==> config.mk <==
export PLATFORM = sky130hd
export DESIGN_NAME = acc51_core
export DESIGN_NICKNAME = d
export VERILOG_FILES = /design/src/logic/acc51_pkg.sv /design/src/logic/acc51_alu.sv /design/src/logic/acc51_core.sv
export SDC_FILE = /design/constraint.sdc
export NUM_CORES = 1
export LEC_CHECK = 0
export BUFFER_PORTS_ARGS = -buffer_cell sky130_fd_sc_hd__buf_2
export CORE_ASPECT_RATIO = 0.7
export CORE_MARGIN = 8
export CORE_UTILIZATION = 30
export DETAILED_ROUTE_END_ITERATION = 12
export HOLD_SLACK_MARGIN = 0.12
export PLACE_DENSITY = 0.53
export SETUP_SLACK_MARGIN = 0.2
export SLEW_MARGIN = 20
export SYNTH_ARGS = -nofsm -noshare
export SYNTH_HDL_FRONTEND = slang
export SYNTH_SLANG_ARGS = --single-unit
==> constraint.sdc <==
create_clock -name i_clk -period 4.4 [get_ports i_clk]
set_input_delay 0.88 -clock i_clk [delete_from_list [all_inputs] [get_ports i_clk]]
set_output_delay 0.88 -clock i_clk [all_outputs]
set_load 0.1 [all_outputs]
==> src/logic/acc51_pkg.sv <==
package acc51_pkg;

   //////////////////////////////////////////////////
   // opcodes, standard 8051 encodings

   typedef enum logic [7:0] {
      LJMP       = 8'h02,
      INC_A      = 8'h04,
      DEC_A      = 8'h14,
      RL_A       = 8'h23,
      ADD_A_IMM  = 8'h24,
      JC         = 8'h40,
      ORL_A_IMM  = 8'h44,
      JNC        = 8'h50,
      ANL_A_IMM  = 8'h54,
      JZ         = 8'h60,
      XRL_A_IMM  = 8'h64,
      JNZ        = 8'h70,
      MOV_A_IMM  = 8'h74,
      SJMP       = 8'h80,
      MOV_DPTR   = 8'h90,
      SUBB_A_IMM = 8'h94,
      CLR_C      = 8'hC3,
      SETB_C     = 8'hD3,
      MOVX_RD    = 8'hE0,
      CLR_A      = 8'hE4,
      MOVX_WR    = 8'hF0,
      CPL_A      = 8'hF4
   } opcode_e;

   typedef enum logic [2:0] {
      FETCH   = 3'd0,
      DECODE0 = 3'd1,   // opcode on the bus
      DECODE1 = 3'd2,   // first operand
      DECODE2 = 3'd3,   // second operand
      EXECUTE = 3'd4
   } core_state_e;

   //////////////////////////////////////////////////
   // xdata map of the serial port

   localparam logic [15:0] XDATA_TX_STATUS = 16'h0200;   // bit 0 = tx busy
   localparam logic [15:0] XDATA_TX_DATA   = 16'h0201;

   localparam int DEFAULT_CLKS_PER_BIT = 104;
   localparam int DEFAULT_CODE_AW      = 10;

   // one code memory access, loader or core
   typedef struct packed {
      logic        valid;
      logic        wr;
      logic [15:0] addr;
      logic [7:0]  wdata;
   } code_req_t;

   typedef struct packed {
      logic [7:0] acc;
      logic       carry;
      logic       carry_upd;   // carry is written only when set
   } alu_out_t;

endpackage

==> src/logic/acc51_alu.sv <==
module acc51_alu (
   input  acc51_pkg::opcode_e  i_op,
   input  logic [7:0]          i_acc,
   input  logic [7:0]          i_imm,
   input  logic                i_carry,
   output acc51_pkg::alu_out_t o_res
);

   logic [8:0] sum;
   logic [8:0] diff;

   assign sum  = {1'b0, i_acc} + {1'b0, i_imm};
   assign diff = {1'b0, i_acc} - {1'b0, i_imm} - {8'd0, i_carry};   // bit 8 is the borrow

   always_comb begin
      o_res.acc       = i_acc;
      o_res.carry     = i_carry;
      o_res.carry_upd = 1'b0;
      case (i_op)
         acc51_pkg::MOV_A_IMM: o_res.acc = i_imm;
         acc51_pkg::ADD_A_IMM: begin
            o_res.acc       = sum[7:0];
            o_res.carry     = sum[8];
            o_res.carry_upd = 1'b1;
         end
         acc51_pkg::SUBB_A_IMM: begin
            o_res.acc       = diff[7:0];
            o_res.carry     = diff[8];
            o_res.carry_upd = 1'b1;
         end
         acc51_pkg::ANL_A_IMM: o_res.acc = i_acc & i_imm;
         acc51_pkg::ORL_A_IMM: o_res.acc = i_acc | i_imm;
         acc51_pkg::XRL_A_IMM: o_res.acc = i_acc ^ i_imm;
         acc51_pkg::INC_A:     o_res.acc = i_acc + 8'd1;   // carry untouched
         acc51_pkg::DEC_A:     o_res.acc = i_acc - 8'd1;
         acc51_pkg::CPL_A:     o_res.acc = ~i_acc;
         acc51_pkg::CLR_A:     o_res.acc = 8'd0;
         acc51_pkg::RL_A:      o_res.acc = {i_acc[6:0], i_acc[7]};
         acc51_pkg::CLR_C: begin
            o_res.carry     = 1'b0;
            o_res.carry_upd = 1'b1;
         end
         acc51_pkg::SETB_C: begin
            o_res.carry     = 1'b1;
            o_res.carry_upd = 1'b1;
         end
         default: ;   // jumps, movx and unknown codes keep A
      endcase
   end

endmodule

==> src/logic/acc51_core.sv <==
module acc51_core (
   input  logic                 i_clk,
   input  logic                 i_nrst,
   input  logic                 i_run,
   input  logic                 i_gnt,
   input  logic [7:0]           i_rdata,
   input  logic                 i_tx_busy,
   output acc51_pkg::code_req_t o_req,
   output logic                 o_tx_start,
   output logic [7:0]           o_tx_byte
);

   acc51_pkg::core_state_e state;
   acc51_pkg::core_state_e state_nxt;
   acc51_pkg::opcode_e     op_now;    // opcode as it comes off the bus
   acc51_pkg::opcode_e     op_q;
   acc51_pkg::alu_out_t    alu_res;
   logic [7:0]             opnd_hi;   // rel offset, imm, or high byte of imm16
   logic [7:0]             opnd_lo;
   logic [15:0]            pc;
   logic [15:0]            pc_nxt;
   logic [7:0]             acc;
   logic                   carry;
   logic [15:0]            dptr;
   logic [1:0]             len;
   logic                   advance;
   logic                   take_rel;
   logic [7:0]             movx_rdata;

   function automatic logic [1:0] instr_len(input acc51_pkg::opcode_e op);
      case (op)
         acc51_pkg::MOV_A_IMM, acc51_pkg::ADD_A_IMM, acc51_pkg::SUBB_A_IMM,
         acc51_pkg::ANL_A_IMM, acc51_pkg::ORL_A_IMM, acc51_pkg::XRL_A_IMM,
         acc51_pkg::SJMP, acc51_pkg::JZ, acc51_pkg::JNZ,
         acc51_pkg::JC, acc51_pkg::JNC:                  instr_len = 2'd2;
         acc51_pkg::LJMP, acc51_pkg::MOV_DPTR:           instr_len = 2'd3;
         default:                                        instr_len = 2'd1;
      endcase
   endfunction

   //////////////////////////////////////////////////
   // fetch and decode

   assign op_now = acc51_pkg::opcode_e'(i_rdata);
   assign len    = (state == acc51_pkg::DECODE0) ? instr_len(op_now) : instr_len(op_q);

   always_comb begin
      o_req      = '0;   // reads only
      o_req.addr = pc;
      case (state)
         acc51_pkg::FETCH:   o_req.valid = i_run;
         acc51_pkg::DECODE0: o_req.valid = (len != 2'd1);
         acc51_pkg::DECODE1: o_req.valid = (len == 2'd3);
         default:            o_req.valid = 1'b0;
      endcase
   end

   // no grant means stall
   assign advance = (state == acc51_pkg::FETCH) ? (i_run && i_gnt) : (!o_req.valid || i_gnt);

   always_comb begin
      state_nxt = state;
      if (advance) begin
         case (state)
            acc51_pkg::FETCH:   state_nxt = acc51_pkg::DECODE0;
            acc51_pkg::DECODE0: state_nxt = (len == 2'd1) ? acc51_pkg::EXECUTE
                                                          : acc51_pkg::DECODE1;
            acc51_pkg::DECODE1: state_nxt = (len == 2'd3) ? acc51_pkg::DECODE2
                                                          : acc51_pkg::EXECUTE;
            acc51_pkg::DECODE2: state_nxt = acc51_pkg::EXECUTE;
            default:            state_nxt = acc51_pkg::FETCH;
         endcase
      end
   end

   // bus data holds while stalled, so latching every cycle is safe
   always_ff @(posedge i_clk) begin
      if (state == acc51_pkg::DECODE0) op_q <= op_now;
      if (state == acc51_pkg::DECODE1) opnd_hi <= i_rdata;
      if (state == acc51_pkg::DECODE2) opnd_lo <= i_rdata;
   end

   //////////////////////////////////////////////////
   // branches and program counter

   always_comb begin
      case (op_q)
         acc51_pkg::SJMP: take_rel = 1'b1;
         acc51_pkg::JZ:   take_rel = (acc == 8'd0);
         acc51_pkg::JNZ:  take_rel = (acc != 8'd0);
         acc51_pkg::JC:   take_rel = carry;
         acc51_pkg::JNC:  take_rel = !carry;
         default:         take_rel = 1'b0;
      endcase
   end

   always_comb begin
      pc_nxt = pc;
      if (o_req.valid && i_gnt) begin
         pc_nxt = pc + 16'd1;   // pc points past the instruction by EXECUTE
      end else if (state == acc51_pkg::EXECUTE) begin
         if (op_q == acc51_pkg::LJMP) pc_nxt = {opnd_hi, opnd_lo};
         else if (take_rel) pc_nxt = pc + {{8{opnd_hi[7]}}, opnd_hi};
      end
   end

   //////////////////////////////////////////////////
   // execute

   acc51_alu u_alu (
      .i_op    (op_q),
      .i_acc   (acc),
      .i_imm   (opnd_hi),
      .i_carry (carry),
      .o_res   (alu_res)
   );

   assign movx_rdata = (dptr == acc51_pkg::XDATA_TX_STATUS) ? {7'd0, i_tx_busy} : 8'd0;

   always_ff @(posedge i_clk or negedge i_nrst) begin
      if (!i_nrst) begin
         state <= acc51_pkg::FETCH;
         pc    <= '0;
         acc   <= '0;
         carry <= 1'b0;
         dptr  <= '0;
      end else begin
         state <= state_nxt;
         pc    <= pc_nxt;
         if (state == acc51_pkg::EXECUTE) begin
            acc <= (op_q == acc51_pkg::MOVX_RD) ? movx_rdata : alu_res.acc;
            if (alu_res.carry_upd) carry <= alu_res.carry;
            if (op_q == acc51_pkg::MOV_DPTR) dptr <= {opnd_hi, opnd_lo};
         end
      end
   end

   assign o_tx_start = (state == acc51_pkg::EXECUTE) && (op_q == acc51_pkg::MOVX_WR)
                       && (dptr == acc51_pkg::XDATA_TX_DATA);
   assign o_tx_byte  = acc;

   a_state_legal : assert property (@(posedge i_clk) disable iff (!i_nrst)
      state inside {acc51_pkg::FETCH, acc51_pkg::DECODE0, acc51_pkg::DECODE1,
                    acc51_pkg::DECODE2, acc51_pkg::EXECUTE});

endmodule

==> metrics.txt, run 1 <==
Sink Count=68; Fin Clk Skew=0.00643 ns; Setup WS post-layout=0.708 ns; Critical Path Source Type=input port; initial antenna violation count=0; cts hold-fix bufs=0; Root Buffer=clkbuf_16; static leakage=2.72 nW; flop2flop setup slack=1.13 ns; Area Overhead vs Synth=13.1%; Tot Pwr=0.00281 W; Longest Clk Path Bufs=2; Power Density=435 nW/um2; postcts setup bufs=0; status=complete, no violations; DRT met1 WL=9410 um; met3 WL=980 um; Die Area=23800 um2; Worst-path clk slew=0.06 ns; Reg-to-Reg End=o_tx_byte[7]; CTS tree=built; largest family of logic cells by synthesized area=compound AO/OA/AOI/OAI gates; peak supply drop=0.197 mV; max layer used=met4; RSZ-0062 raised after global routing=no; Yosys reg bits=68; HPWL after DPL=13300 um; Total Wirelength=17500 um; Final min period=3.69 ns; critical path class=in2out; Antenna Cells=0; DRT Pass-1 Iters=5; crit end category=primary output; Congestion Overflow GR=0; DRC Markers=0; vias in the first global route=4874; Synth Area in Adders=13.1%; Vias=5106; cells after synthesis=656; clock latency on the worst-skew pair=0.33 ns; Hold Path End=dptr[9]; met2 routed WL=6980 um; finished layout cell area=6470 um2; area of the multi-input gates=3610 um2; simple-gate area share of the yosys netlist=19.5%; die width=181 um; Syn Area/Cell=8.72 um2; total of max-cap violations=0; first-pass GRT wire length=28000 um; routed len/inst=18.5 um; commonest non-fill, non-tap cell in the layout=nand2_1; Peak Freq=271 MHz; FP Rows=42; Synth warnings=0; post-synthesis mux area share=2.60%; maximum fanout along the worst path=5; required time of the critical path=3.52 ns; DR vias/cell=5.40; Detailed Route Iter0 Violations=486; commonest non-fill, non-tap cells in the layout=68 x nand2_1, 55 x nor2_1, 52 x ha_1; Fillers=1956; Distinct cells, synth=76; post-synthesis cell area=5720 um2; worst slew pin tran=1.03 ns; Reg area=1820 um2; global placement routability congestion=0.883; Hold WC Path Type=reg2reg; Placed Area=6170 um2; final core utilization=34.4%; Hold Crit Start=dptr[9]; Slew headroom=30.9%; Top FF cell, synth=dfrtp_1; TNS Setup=0 ns; Setup Viol. Count Final=0; Seq/Total Area, Yosys=31.8%; critical path arrival=2.81 ns; post-cts resize count=0; die height=132 um; CTS Buf Count=9; EDFF count, synth=24; core area=18800 um2; Place WS=0.701 ns; Synth Area in Compound Gates=22.5%; share of cells above drive strength 1=12.9%; Final Slew Violations=0; Post-Synth XOR/XNOR Area=4.59%; H-tree depth=3; hold path depth=2; Routed Antenna Nets=0; # nets final=769; worst r2r path cells=12; Async SR Flop Fraction=64.7%; largest net degree at the start of global routing=45; Hold Fails Final Rpt=0; gr usage total=14.5%; part of the cycle the worst path needs=83.9%; initial core utilization=30.4%; port buffer count=38; Top Ports=48; RR Startpoint=opnd_hi[0]
stage by stage:
stage	hold WS, ns	instances
floorplan	0.442	664
global placement	0.473	930
detailed placement	0.472	930
CTS	0.488	946
global route	0.513	946
finish	0.485	946
report_power, final:
part | total, W | internal [W] | leakage, nW | switching, W
Clock | 0.000712 | 0.000435 | 0.137 | 0.000277
Combinational | 0.00126 | 0.000372 | 1.81 | 0.000889
Sequential | 0.000841 | 0.000717 | 0.772 | 0.000124
Total | 0.00281 | 0.00152 | 2.72 | 0.00129
worst max-delay path, cell delays in order:
cell and delay (ns):
buf_2 0.12, or4b_2 0.65, o21ai_0 0.10, o2bb2ai_1 0.21, a211o_1 0.23, inv_1 0.06
nor3_2 0.13, buf_2 0.44
flip-flops by register name (all words and copies together), names as in the netlist:
name and cells:
pc 16, opnd_lo 8, o_tx_byte 8, state 3, carry 1, op_q 8
dptr 16, opnd_hi 8
synthesized netlist by cell type, drive strengths merged, types with 8 or more instances:
library cell   n  area, um2
o21ai         52        264
o22ai          8       50.1
xnor2         17        149
o211ai         8       60.1
buf           17        141
clkbuf        12       45.0
nor2          56        213
a211oi         9       67.6
xor2          13        114
dfrtp         44       1100
nor4          13       81.3
nor3          17       90.1
nor2b         12       75.1
nand2b         8       50.1
ha            52        651
edfxtp        24        721
inv           38        143
a21oi         49        257
a221oi         8       70.1
nand3         12       60.1
nand2         69        262
how the worst max path moves through the flow:
stage | from | endpoint | slack, ns
after floorplan | i_rdata[2] | o_req[25] | 0.28
after global placement | i_rdata[2] | o_req[25] | 0.72
after detailed placement | i_rdata[2] | o_req[25] | 0.70
after CTS | i_rdata[2] | o_req[25] | 0.69
after global routing | i_rdata[2] | o_req[25] | 0.57
final | i_rdata[2] | o_req[25] | 0.71
area by class of cell:
class | instances | area share (%)
Sequential cell | 68 | 28.2
Tap cell | 242 | 4.68
Multi-Input combinational cell | 529 | 55.8
Timing Repair Buffer | 53 | 4.68
Clock inverter | 7 | 1.02
Clock buffer | 9 | 3.48
Inverter | 38 | 2.20
cells by family (layout without fill, tap and decap cells):
kind of cell	Yosys count	in the layout
xor gates and xnor gates	30	30
muxes	14	14
DFF	68	68
buffers and inverters	67	107
AOI/OAI and AO/OA	193	193
other	1	9
and+or+nand+nor	226	226
adders and majority gates	57	57
metal layers:
metal | vias to the layer above | GRT usage (%)
met5 | - | 0
met4 | 0 | 2.41
met3 | 14 | 2.48
met2 | 167 | 20.4
met1 | 2426 | 22.8
li1 | 2499 | -
No activity file was read; power rests on OpenSTA's default activity.
==> run 2: changes to the inputs <==
Settings changed: ABC_AREA set to 1.
Clock period 4.4 ns to 3.8 ns, I/O delays scaled along.
==> run 2 against run 1 <==
Worst hold slack better by 0.0028 ns; setup slack worse by 0.12 ns; final cell count is 25% higher; sequential power up 61%; die area increased by 5.9%; via count increased by 15%; global-route usage rose by 1.0 points; register-to-register slack worse by 0.33 ns; clock-buffer cell count stayed put; design area is 6.7% higher.
==> metrics.txt, run 2 <==
Power Density=862 nW/um2; RSZ-0062 raised after global routing=no; Top Ports=48; global placement routability congestion=0.913; Detailed Route Iter0 Violations=518; Net Sw Power=0.00344 W; Vias=5897; DR vias/cell=5.00; TNS Setup=0 ns; Worst-path clk slew=0.06 ns; Final Slew Violations=0; Hold Crit Start=dptr[4]; Final min period=3.21 ns; commonest non-fill, non-tap cell in the layout=nand2_1; Hold WC Path Type=reg2reg; Critical Path Source Type=flop; RR Startpoint=op_q[7]; first-pass GRT wire length=31300 um; Longest Clk Path Bufs=2; initial core utilization=30.7%; part of the cycle the worst path needs=84.5%; EDFF count, synth=24; Yosys reg bits=68; Net Sw Frac=57.9%; # nets final=975; core area=19900 um2; Total Wirelength=19700 um; simple-gate area share of the yosys netlist=31.1%; Reg-to-Reg End=o_tx_byte[5]; Distinct cells, synth=47; grt met2 use=21.0%; share of cells above drive strength 1=11.5%; Synth warnings=0; clock share of power=13.6%; HPWL after DPL=15600 um; Hold Path End=dptr[4]; initial antenna violation count=0; top post-synthesis cells by area=dfrtp_1 18%, nand2_1 13%, edfxtp_1 12%; Seq/Total Area, Yosys=29.9%; Synth Area in Adders=12.3%; Fin Hold WS=0.488 ns; critical path class=reg2out; routed len/inst=16.7 um; FP Rows=43; port buffer count=38; postcts setup bufs=0; Hold Fails Final Rpt=0; top cell type's share of synthesized area=18.0%; vias in the first global route=5398; DRT Pass-1 Iters=5; Pint=0.00251 W; maximum fanout along the worst path=5; crit end category=primary output; Fin Clk Skew=0.0108 ns; Peak Freq=311 MHz; hold path depth=2; H-tree depth=3; M3 GR Usage=2.62%; largest net degree at the start of global routing=35; Fillers=2141; gr usage total=15.6%; Post-Synth XOR/XNOR Area=3.73%; required time of the critical path=3.04 ns; Tot Pwr=0.00595 W; worst slew pin tran=0.872 ns; Slew headroom=41.6%; worst r2r path cells=17; cts hold-fix bufs=0; Synth Area in Compound Gates=13.6%; DRC Markers=0; CTS Buf Count=9; Area Overhead vs Synth=13.1%; Die Area=25200 um2; sequential share of power=22.7%; status=complete, no violations; largest area contributor in the netlist=dfrtp_1; biggest regs=dptr x16, pc x16; Routed Antenna Nets=0; Syn Area/Cell=7.12 um2; Post-synth top cells=213 x nand2_1, 104 x inv_1, 85 x nor2_1, 68 x nand3_1, 52 x ha_1; static leakage=3.35 nW; largest family of logic cells by synthesized area=simple AND/OR/NAND/NOR gates; post-synthesis cell area=6100 um2; post-cts resize count=0; Sink Count=68; cells after synthesis=857; commonest non-fill, non-tap cells in the layout=213 x nand2_1, 104 x inv_1, 85 x nor2_1; combinational power share=63.7%; clock latency on the worst-skew pair=0.34 ns; critical path arrival=2.45 ns; die height=135 um; CTS tree=built; Top FF cell, synth=dfrtp_1; peak supply drop=0.240 mV; flop2flop setup slack=0.80 ns; post-synthesis mux area share=0.554%; final core utilization=34.8%; die width=186 um; Setup Viol. Count Final=0; M1 GR Usage=25.0%; Root Buffer=clkbuf_16; GRT Max-Usage Layer=met1; total of max-cap violations=0; top-count cell post-synth=nand2_1; Congestion Overflow GR=0; Antenna Cells=0; Async SR Flop Fraction=64.7%
-- run 2: cell count changes after synthesis, moves of 8 or more --
| cell | previous run | this run |
|---|---|---|
| nor4_1 | 13 | 4 |
| nand2b_1 | 8 | 0 |
| a221oi_1 | 8 | 0 |
| inv_1 | 38 | 104 |
| nor2b_1 | 12 | 0 |
| nand3_1 | 12 | 68 |
| nor2_1 | 55 | 85 |
| nand2_1 | 68 | 213 |
| or2_2 | 2 | 10 |
-- run 2: metal layers --
layer | share of wire, % | up-vias
li1 | - | 2934
met5 | 0 | -
met2 | 38 | 171
met3 | 7.1 | 12
met4 | 0.91 | 0
met1 | 54 | 2780
-- run 2: how the worst max path moves through the flow --
stage / start / end / slack, ns / depth (start not counted)
floorplan: o_tx_byte[3] / o_tx_byte[6] / 0.79 / 16
global placement: i_rdata[0] / o_req[25] / 0.70 / 11
detailed placement: i_rdata[6] / o_req[25] / 0.68 / 11
CTS: op_q[0] / o_req[25] / 0.59 / 10
global route: op_q[4] / o_req[25] / 0.42 / 9
finish: op_q[4] / o_req[25] / 0.59 / 9
-- run 2: power groups by stage --
stage	registers (W)	clock network, W	logic [W]
5_1_grt	0.00138	0.000861	0.00418
6_report	0.00135	0.000810	0.00379
4_1_cts	0.00135	0.000832	0.00376
3_5_place_dp	0.00136	0	0.00374
2_1_floorplan	0.00206	0	0.00216
3_3_place_gp	0.00136	0	0.00373
-- run 2: cell families after synthesis --
logic type               Yosys count
adder cells (fa/ha/maj)           57
AO/OA/AOI/OAI                    142
flip-flops                        68
AND/OR/NAND/NOR                  432
buffers and inverters            128
multiplexers                       3
XOR/XNOR                          26
other                              1
-- run 2: critical path, cell delays in order, from the launching register on --
cell and delay (ns):
edfxtp_1 0.49, inv_2 0.13, nor2_2 0.18, nand2_2 0.10, nor2_2 0.18, nor2_1 0.11
a21oi_4 0.18, nand2_1 0.14, nand3_4 0.15, buf_2 0.45
-- run 2: cell type report --
class / count / area (um2) / area share [%]
multi-input combinational: 669 / 3780 / 54.8
sequential: 68 / 1820 / 26.4
inverter: 108 / 405 / 5.87
tap: 270 / 338 / 4.89
timing repair buffer: 49 / 273 / 3.95
clock buffer: 9 / 225 / 3.26
clock inverter: 7 / 58.8 / 0.852
-- run 2: per-stage QoR --
| stage | instances | area [um2] | setup slack (ns) |
|---|---|---|---|
| after detailed placement | 1164 | 6620 | 0.675 |
| after CTS | 1180 | 6900 | 0.587 |
| after global routing | 1180 | 6900 | 0.419 |
| after floorplan | 865 | 6140 | 0.795 |
| final | 1180 | 6900 | 0.587 |
| after global placement | 1164 | 6620 | 0.701 |
